### src/common/mipsPkg.sv
package mipsPkg;

    // Machine word and register index widths
    localparam int dataWidth = 32;
    localparam int regAddrWidth = 5;

    typedef logic [dataWidth-1:0] wordT;
    typedef logic [regAddrWidth-1:0] regAddrT;

    // First fetch after reset
    localparam wordT resetVector = 32'hBFC00000;
    // A fetch from here ends the run
    localparam wordT haltAddress = 32'h00000000;
    // Return value register, reported on register_v0
    localparam regAddrT v0Index = 5'd2;

    // Primary opcodes, bits 31:26
    typedef enum logic [5:0] {
        OP_SPECIAL = 6'd0,
        OP_J       = 6'd2,
        OP_BEQ     = 6'd4,
        OP_BNE     = 6'd5,
        OP_ADDIU   = 6'd9,
        OP_SLTI    = 6'd10,
        OP_SLTIU   = 6'd11,
        OP_ANDI    = 6'd12,
        OP_ORI     = 6'd13,
        OP_XORI    = 6'd14,
        OP_LUI     = 6'd15,
        OP_LW      = 6'd35,
        OP_SW      = 6'd43
    } opcodeT;

    // Function codes of SPECIAL, bits 5:0
    typedef enum logic [5:0] {
        FN_SLL  = 6'd0,
        FN_SRL  = 6'd2,
        FN_SRA  = 6'd3,
        FN_JR   = 6'd8,
        FN_ADDU = 6'd33,
        FN_SUBU = 6'd35,
        FN_AND  = 6'd36,
        FN_OR   = 6'd37,
        FN_XOR  = 6'd38,
        FN_SLT  = 6'd42,
        FN_SLTU = 6'd43
    } functT;

    typedef enum logic [2:0] {
        FETCH,
        DECODE,
        EXECUTE,
        MEMORY,
        WRITEBACK,
        HALTED
    } cpuStateT;

    typedef enum logic [3:0] {
        ALU_ADD,
        ALU_SUB,
        ALU_AND,
        ALU_OR,
        ALU_XOR,
        ALU_SLT,
        ALU_SLTU,
        ALU_SLL,
        ALU_SRL,
        ALU_SRA,
        ALU_LUI
    } aluOpT;

endpackage

### src/common/regPortIf.sv
`timescale 1ns/1ps

interface regPortIf import mipsPkg::*; ();

    // Two combinational read ports
    regAddrT rsAddr;
    regAddrT rtAddr;
    wordT rsData;
    wordT rtData;

    // One write port, taken at the clock edge
    logic writeEn;
    regAddrT writeAddr;
    wordT writeData;

    modport ctrl (
        output rsAddr, rtAddr, writeEn, writeAddr, writeData,
        input rsData, rtData
    );

    modport regs (
        input rsAddr, rtAddr, writeEn, writeAddr, writeData,
        output rsData, rtData
    );

endinterface

### src/core/alu.sv
`timescale 1ns/1ps

module alu import mipsPkg::*; (
    input aluOpT aluOp,
    input wordT aluA,
    input wordT aluB,
    input logic [4:0] shamt,
    output wordT result,
    output logic equal
);

    always_comb begin
        case (aluOp)
            ALU_ADD: result = aluA + aluB;
            ALU_SUB: result = aluA - aluB;
            ALU_AND: result = aluA & aluB;
            ALU_OR:  result = aluA | aluB;
            ALU_XOR: result = aluA ^ aluB;
            // Set-on-less-than gives one or zero
            ALU_SLT: begin
                result = ($signed(aluA) < $signed(aluB)) ? 32'd1 : 32'd0;
            end
            ALU_SLTU: begin
                result = (aluA < aluB) ? 32'd1 : 32'd0;
            end
            // Shifts act on the rt operand
            ALU_SLL: result = aluB << shamt;
            ALU_SRL: result = aluB >> shamt;
            ALU_SRA: result = $signed(aluB) >>> shamt;
            // Immediate into the upper half
            ALU_LUI: result = {aluB[15:0], 16'h0000};
            default: result = '0;
        endcase
    end

    // Branch compare of rs and rt
    assign equal = (aluA == aluB);

endmodule

### src/core/cpuControl.sv
`timescale 1ns/1ps

module cpuControl import mipsPkg::*; (
    input logic clk,
    input logic reset,
    input logic waitrequest,
    input wordT readWord,
    input wordT aluResult,
    input logic aluEqual,
    regPortIf.ctrl regs,
    output logic fetchReq,
    output logic loadReq,
    output logic storeReq,
    output wordT pc,
    output wordT dataAddr,
    output wordT storeValue,
    output aluOpT aluOp,
    output wordT aluA,
    output wordT aluB,
    output logic [4:0] shamt,
    output logic active,
    output wordT registerV0
);

    cpuStateT state;
    cpuStateT nextState;
    logic running;
    logic jumpPending;
    wordT jumpTarget;
    wordT ir;
    wordT opA;
    wordT opB;
    wordT aluOut;

    opcodeT opcode;
    functT funct;
    regAddrT irRs;
    regAddrT irRt;
    regAddrT irRd;
    wordT signExt;
    wordT zeroExt;
    wordT pcPlus4;
    wordT branchTarget;
    wordT nextPc;
    wordT jumpDest;
    logic isLoad;
    logic isStore;
    logic writesReg;
    logic takeJump;
    logic instrDone;

    // Instruction fields
    assign opcode = opcodeT'(ir[31:26]);
    assign funct = functT'(ir[5:0]);
    assign irRs = ir[25:21];
    assign irRt = ir[20:16];
    assign irRd = ir[15:11];
    assign shamt = ir[10:6];
    assign signExt = {{16{ir[15]}}, ir[15:0]};
    assign zeroExt = {16'h0000, ir[15:0]};

    assign pcPlus4 = pc + 32'd4;
    assign branchTarget = pcPlus4 + {signExt[29:0], 2'b00};
    // Delay slot done, so a pending jump takes over
    assign nextPc = jumpPending ? jumpTarget : pcPlus4;

    assign isLoad = (opcode == OP_LW);
    assign isStore = (opcode == OP_SW);

    // Bus requests; nothing is fetched until the first cycle out of reset
    assign fetchReq = (state == FETCH) && running;
    assign loadReq = (state == MEMORY) && isLoad;
    assign storeReq = (state == MEMORY) && isStore;
    assign dataAddr = aluOut;
    assign storeValue = opB;
    assign aluA = opA;

    // Register file access, v0 is read once the core has stopped
    assign regs.rsAddr = (state == HALTED) ? v0Index : irRs;
    assign regs.rtAddr = irRt;
    assign regs.writeEn = (state == WRITEBACK);
    assign regs.writeAddr = (opcode == OP_SPECIAL) ? irRd : irRt;
    assign regs.writeData = aluOut;

    // Operation and second operand
    always_comb begin
        aluOp = ALU_ADD;
        aluB = signExt;
        writesReg = 1'b0;
        case (opcode)
            OP_SPECIAL: begin
                aluB = opB;
                writesReg = 1'b1;
                case (funct)
                    FN_ADDU: aluOp = ALU_ADD;
                    FN_SUBU: aluOp = ALU_SUB;
                    FN_AND:  aluOp = ALU_AND;
                    FN_OR:   aluOp = ALU_OR;
                    FN_XOR:  aluOp = ALU_XOR;
                    FN_SLT:  aluOp = ALU_SLT;
                    FN_SLTU: aluOp = ALU_SLTU;
                    FN_SLL:  aluOp = ALU_SLL;
                    FN_SRL:  aluOp = ALU_SRL;
                    FN_SRA:  aluOp = ALU_SRA;
                    // JR and unknown codes write nothing
                    default: writesReg = 1'b0;
                endcase
            end
            OP_ADDIU: writesReg = 1'b1;
            OP_SLTI: begin
                aluOp = ALU_SLT;
                writesReg = 1'b1;
            end
            OP_SLTIU: begin
                aluOp = ALU_SLTU;
                writesReg = 1'b1;
            end
            OP_ANDI: begin
                aluOp = ALU_AND;
                aluB = zeroExt;
                writesReg = 1'b1;
            end
            OP_ORI: begin
                aluOp = ALU_OR;
                aluB = zeroExt;
                writesReg = 1'b1;
            end
            OP_XORI: begin
                aluOp = ALU_XOR;
                aluB = zeroExt;
                writesReg = 1'b1;
            end
            OP_LUI: begin
                aluOp = ALU_LUI;
                writesReg = 1'b1;
            end
            OP_BEQ, OP_BNE: aluB = opB;
            default: ;
        endcase
    end

    // Branch and jump decision, used at the end of EXECUTE
    always_comb begin
        takeJump = 1'b0;
        jumpDest = branchTarget;
        case (opcode)
            OP_BEQ: takeJump = aluEqual;
            OP_BNE: takeJump = !aluEqual;
            OP_J: begin
                takeJump = 1'b1;
                jumpDest = {pcPlus4[31:28], ir[25:0], 2'b00};
            end
            OP_SPECIAL: begin
                if (funct == FN_JR) begin
                    takeJump = 1'b1;
                    jumpDest = opA;
                end
            end
            default: ;
        endcase
    end

    always_comb begin
        nextState = state;
        instrDone = 1'b0;
        case (state)
            FETCH: begin
                if (fetchReq && !waitrequest) begin
                    nextState = DECODE;
                end
            end
            DECODE: nextState = EXECUTE;
            EXECUTE: begin
                if (isLoad || isStore) begin
                    nextState = MEMORY;
                end else if (writesReg) begin
                    nextState = WRITEBACK;
                end else begin
                    instrDone = 1'b1;
                end
            end
            MEMORY: begin
                if (!waitrequest) begin
                    if (isLoad) begin
                        nextState = WRITEBACK;
                    end else begin
                        instrDone = 1'b1;
                    end
                end
            end
            WRITEBACK: instrDone = 1'b1;
            default: ;
        endcase
        if (instrDone) begin
            nextState = (nextPc == haltAddress) ? HALTED : FETCH;
        end
    end

    always_ff @(posedge clk) begin
        if (reset) begin
            state <= FETCH;
            running <= 1'b0;
            pc <= resetVector;
            jumpPending <= 1'b0;
            active <= 1'b1;
            registerV0 <= '0;
        end else begin
            state <= nextState;
            running <= 1'b1;
            if (instrDone) begin
                pc <= nextPc;
                jumpPending <= (state == EXECUTE) && takeJump;
            end
            if ((state == HALTED) && active) begin
                active <= 1'b0;
                registerV0 <= regs.rsData;
            end
        end
    end

    always_ff @(posedge clk) begin
        if (fetchReq && !waitrequest) begin
            ir <= readWord;
        end
        if (state == DECODE) begin
            opA <= regs.rsData;
            opB <= regs.rtData;
        end
        if (state == EXECUTE) begin
            aluOut <= aluResult;
        end
        if ((state == EXECUTE) && takeJump) begin
            jumpTarget <= jumpDest;
        end
        // Load data shares the result register on its way to write-back
        if (loadReq && !waitrequest) begin
            aluOut <= readWord;
        end
    end

    memReqExclusive: assert property (@(posedge clk) disable iff (reset)
        !(loadReq && storeReq));

    // Avalon hold rule on fetch
    fetchHeld: assert property (@(posedge clk) disable iff (reset)
        fetchReq && waitrequest |=> fetchReq && $stable(pc));

endmodule

### src/core/memPort.sv
`timescale 1ns/1ps

module memPort import mipsPkg::*; (
    input logic clk,
    input logic fetchReq,
    input logic loadReq,
    input logic storeReq,
    input wordT pc,
    input wordT dataAddr,
    input wordT storeValue,
    input wordT readdata,
    output wordT address,
    output logic read,
    output logic write,
    output wordT writedata,
    output logic [3:0] byteenable,
    output wordT readWord
);

    // Bus words are byte-reversed against register values
    function automatic wordT swapBytes(input wordT word);
        return {word[7:0], word[15:8], word[23:16], word[31:24]};
    endfunction

    assign address = fetchReq ? pc : dataAddr;
    assign read = fetchReq || loadReq;
    assign write = storeReq;

    assign writedata = swapBytes(storeValue);
    assign readWord = swapBytes(readdata);

    // Word accesses only
    assign byteenable = (read || write) ? 4'b1111 : 4'b0000;

    // Fetch and store come from different states of the control FSM
    readWriteExclusive: assert property (@(posedge clk) !(read && write));

endmodule

### src/core/regFile.sv
`timescale 1ns/1ps

module regFile import mipsPkg::*; (
    input logic clk,
    input logic reset,
    regPortIf.regs port
);

    wordT storage [2**regAddrWidth];

    always_ff @(posedge clk) begin
        if (reset) begin
            for (int i = 0; i < 2**regAddrWidth; i++) begin
                storage[i] <= '0;
            end
        end else if (port.writeEn && (port.writeAddr != '0)) begin
            storage[port.writeAddr] <= port.writeData;
        end
    end

    // Register zero always reads as zero
    assign port.rsData = (port.rsAddr == '0) ? '0 : storage[port.rsAddr];
    assign port.rtData = (port.rtAddr == '0) ? '0 : storage[port.rtAddr];

endmodule

### src/rtl/mipsCpuBus.sv
`timescale 1ns/1ps

module mipsCpuBus import mipsPkg::*; (
    input logic clk,
    input logic reset,
    output logic active,
    output wordT register_v0,

    // Avalon master
    output wordT address,
    output logic write,
    output logic read,
    input logic waitrequest,
    output wordT writedata,
    output logic [3:0] byteenable,
    input wordT readdata
);

    logic fetchReq;
    logic loadReq;
    logic storeReq;
    wordT pc;
    wordT dataAddr;
    wordT storeValue;
    wordT readWord;
    aluOpT aluOp;
    wordT aluA;
    wordT aluB;
    logic [4:0] shamt;
    wordT aluResult;
    logic aluEqual;

    regPortIf regBus ();

    cpuControl control (
        .clk(clk),
        .reset(reset),
        .waitrequest(waitrequest),
        .readWord(readWord),
        .aluResult(aluResult),
        .aluEqual(aluEqual),
        .regs(regBus),
        .fetchReq(fetchReq),
        .loadReq(loadReq),
        .storeReq(storeReq),
        .pc(pc),
        .dataAddr(dataAddr),
        .storeValue(storeValue),
        .aluOp(aluOp),
        .aluA(aluA),
        .aluB(aluB),
        .shamt(shamt),
        .active(active),
        .registerV0(register_v0)
    );

    regFile registers (
        .clk(clk),
        .reset(reset),
        .port(regBus)
    );

    alu arith (
        .aluOp(aluOp),
        .aluA(aluA),
        .aluB(aluB),
        .shamt(shamt),
        .result(aluResult),
        .equal(aluEqual)
    );

    memPort bus (
        .clk(clk),
        .fetchReq(fetchReq),
        .loadReq(loadReq),
        .storeReq(storeReq),
        .pc(pc),
        .dataAddr(dataAddr),
        .storeValue(storeValue),
        .readdata(readdata),
        .address(address),
        .read(read),
        .write(write),
        .writedata(writedata),
        .byteenable(byteenable),
        .readWord(readWord)
    );

endmodule

### config.mk
export PLATFORM = sky130hd
export DESIGN_NAME = mipsCpuBus
export DESIGN_NICKNAME = d
export VERILOG_FILES = /design/src/common/mipsPkg.sv /design/src/common/regPortIf.sv /design/src/core/alu.sv /design/src/core/cpuControl.sv /design/src/core/memPort.sv /design/src/core/regFile.sv /design/src/rtl/mipsCpuBus.sv
export SDC_FILE = /design/constraint.sdc
export NUM_CORES = 2
export LEC_CHECK = 0
export BUFFER_PORTS_ARGS = -buffer_cell sky130_fd_sc_hd__buf_2
export CAP_MARGIN = 20
export CORE_MARGIN = 5
export CORE_UTILIZATION = 49
export DETAILED_ROUTE_END_ITERATION = 6
export HOLD_SLACK_MARGIN = 0.02
export PLACE_DENSITY = 0.67
export SETUP_SLACK_MARGIN = 0.1
export SYNTH_ARGS = -nofsm -noshare
export SYNTH_HDL_FRONTEND = slang
export SYNTH_SLANG_ARGS = --single-unit
### constraint.sdc
create_clock -name clk -period 6.6 [get_ports clk]
set_input_delay 0.33 -clock clk [delete_from_list [all_inputs] [get_ports clk]]
set_output_delay 0.33 -clock clk [all_outputs]
set_load 0.02 [all_outputs]
==> flow_summary_export.csv <==
group,metric,value,unit
outcome,status,"finished with violations",
outcome,violations,"design-rule violations",
detailed_routing,drt_first_pass_iters,7,
sta,fmax,0.1773,GHz
cts,htree_levels,4,
final_layout,multi_input_area,37500,µm²
global_routing,grt_pass1_vias,59514,
sta,setup_viol_count_final,0,
final_layout,fill_cells,13155,
power_and_ir_drop,p_leak,31.17,nW
cts,cts.clk_slew.worst_paths,60,ps
logic_synthesis,synth_compound_area_frac,0.1388,
setup_path,critPathRequiredTime,7140,ps
cts,cts_hold_buf,33,
cts,post_cts.repair.setup_buffers,0,
cts,tritoncts,"built",
cts,cts_resized,0,
floorplan,pin_count,138,
detailed_routing,vias_per_cell,6.896,
logic_synthesis,yosys.area_share.simple,0.1725,
flow_run,max-cap-violations,0,
setup_path,crit_start,"control.ir[29]",
sta,finalHoldWorstSlack,86.43,ps
detailed_routing,drt_iter0_markers,9896,
cts,clk_path_buf_depth,3,
setup_path,path_delay_family,"compound AO/OA/AOI/OAI gates",
final_layout,fin_util,0.5467,
logic_synthesis,synthMuxAreaShare,0.1366,
detailed_routing,drc_errors,3,
detailed_routing,routed_wl,328500,µm
placed_design,hpwl,216400,µm
floorplan,die_area,165000,µm²
logic_synthesis,synth-edff-count,1184,
setup_path,crit_type,"register to register",
setup_path,path_cells,"or3_4, nor3_4, buf_4, mux2i_1, buf_4, inv_1, ha_1, fa_1, nor2_1, o311a_1, o211ai_1, a21o_1, a21o_1, a31o_2, o21bai_1, a2111oi_0, o21ai_0, a31oi_1",
sta,worst_slack,961.2,ps
setup_path,worstPathArrival,6180,ps
sta,worst_pin_slew,1222,ps
setup_path,slowest_stage,"edfxtp_1",
logic_synthesis,synthXorXnorAreaFrac,0.007858,
logic_synthesis,netlist_instances,6958,
logic_synthesis,synth.distinct_cells,98,
logic_synthesis,synthArstFlopShare,0,
final_layout,nets,7068,
setup_path,cp-start-kind,"register",
setup_path,path_buf_inv,3,
cts,cts.sinks,1254,
placed_design,io_buffers,137,
cts,cts-root-buf,"clkbuf_16",
detailed_routing,vias,62605,
placed_design,placed_area,80510,µm²
setup_path,critical-path-max-stage-delay,530,ps
sta,skew,69.21,ps
floorplan,dieWidth,406.2,µm
cts,clk_latency,820,ps
setup_path,crit_fanout,16,
detailed_routing,routedWlPerCell,36.19,µm
placed_design,dp_slack,1126,ps
global_routing,grt_max_degree,165,
cts,numCtsBuffers,142,
floorplan,initial_core_util,0.4923,
sta,tns,0,ps
final_layout,area_growth,11.04,%
setup_path,crit-reg2reg-launch,"control.ir[29]",
final_layout,final_layout_size_suffix_gt1_frac,0.1626,
logic_synthesis,synth_top_family_by_area,"simple AND/OR/NAND/NOR gates",
worst_hold_path,worstHoldStart,"waitrequest",
global_routing,grt_pass1_wl,456300,µm
setup_path,crit_path_end_kind,"register",
sta,fin_crit_sh,0.8544,
global_routing,antenna_found_initial,25,
logic_synthesis,synth_adder_area_share,0.02242,
global_routing,grt_util_all_layers,0.3916,
logic_synthesis,synth_area,76910,µm²
logic_synthesis,ys_seq_area_frac,0.4805,
detailed_routing,ant_nets,0,
sta,rsz0062_at_grt,"false",
power_and_ir_drop,ir_drop,0.2671,mV
worst_hold_path,hold_class,"input port to register",
placed_design,place_congestion,1.052,
sta,slew_viol_final,0,
floorplan,die_y,406.2,µm
sta,min_period,5639,ps
logic_synthesis,yosysWarnings,0,
sta,slew_headroom,0.1640,
final_layout,regArea,36960,µm²
logic_synthesis,ys.flop_type,"edfxtp_1",
power_and_ir_drop,p_per_area,226.8,nW/µm²
final_layout,finalInstanceArea,85400,µm²
floorplan,core_area,156200,µm²
floorplan,row_count,145,
global_routing,grt-ovfl-total,0,
sta,hold_violations,0,
logic_synthesis,synth_seq_cells,1254,
logic_synthesis,avgSynthCellArea,11.05,µm²
## synthesized netlist by cell type (73+ instances only)
cell      instances  area [µm²]
mux2i_1         166        1662
a211oi_1        263        1974
o21ai_0         405        2027
clkbuf_1        550        2064
mux4_2          381        8581
nand2_1         573        2151
nor2b_1         138       863.3
a21oi_1         324        1622
or3_1            80       500.5
and2_1         1007        6300
inv_1           119       446.7
nor3_1           92       460.4
o221ai_1         73       639.4
edfxtp_1       1184       35550
ha_1            133        1664
nor2_1          358        1344
## final timing paths
| path | to | slack (ps) | depth (start not counted) |
|---|---|---|---|
| min | control.state[0] | 90 | 5 |
| min reg2reg | control.registerV0[30] | 460 | 2 |
| max reg2reg | control.dataAddr[30] | 960 | 18 |
| max | control.dataAddr[30] | 960 | 18 |
## per-layer routing
layer	track usage	vias to the layer above	routed length, µm
met5	0	-	105
met4	0.2579	16	26460
met3	0.1167	966	43270
met2	0.5740	4687	140400
met1	0.5055	31007	118300
li1	-	25929	-
## power by group
group          switching [mW]  internal [mW]
sequential              0.209           8.97
clock                    3.49           4.32
combinational            1.56          0.818
## cell usage in the layout (no fill, tap or decap), types with 68 or more instances in the layout
cell          n
or3_1        80
ha_1        133
buf_4       254
clkbuf_16   142
inv_1       118
buf_2       137
nor3_1       92
mux2i_1     166
a31oi_1      70
mux4_2      381
nand2_1     569
nor2_1      330
nor2b_1     137
dfxtp_1      70
a211oi_1    263
o21ai_0     374
edfxtp_1   1184
and2_1     1007
a311oi_1     68
o221ai_1     73
a21oi_1     322
## stage by stage
stage,cells,power [mW]
after floorplan,6989,10.65
after global placement,8774,11.59
after detailed placement,8777,11.61
after CTS,9067,19.33
after global routing,9068,19.85
final,9078,19.37
## cell families after synthesis
| logic type | after synthesis |
|---|---|
| simple gates | 2499 |
| mux | 570 |
| xor+xnor | 69 |
| compound gates | 1622 |
| other cells | 1 |
| fa+ha+maj | 136 |
| buf+inv | 807 |
| flops | 1254 |
## worst min-delay path, stage by stage
cell     delay [ps]
buf_2           160
inv_1           110
a21oi_1          70
nor2_1           90
o31ai_1          80
## state kept, by name, indices dropped and copies added (netlist names)
signal,cells
control.active,1
control.state,3
control.ir,32
control.storeValue,32
registers.storage,1024
control.jumpTarget,32
control.running,1
control.dataAddr,32
control.jumpPending,1
control.registerV0,32
control.aluA,32
control.pc,32
## layout make-up
| cell class | count | share of cell area |
|---|---|---|
| multi-input cells | 4928 | 0.4391 |
| well taps | 2058 | 0.03015 |
| clock buffers | 183 | 0.04365 |
| flip-flops and latches | 1254 | 0.4327 |
| diodes | 10 | 0.0002930 |
| repair buffers | 445 | 0.03924 |
| inverters | 126 | 0.005611 |
| clock inverters | 74 | 0.009245 |
Note: power is estimated with default switching activity, not from simulation.
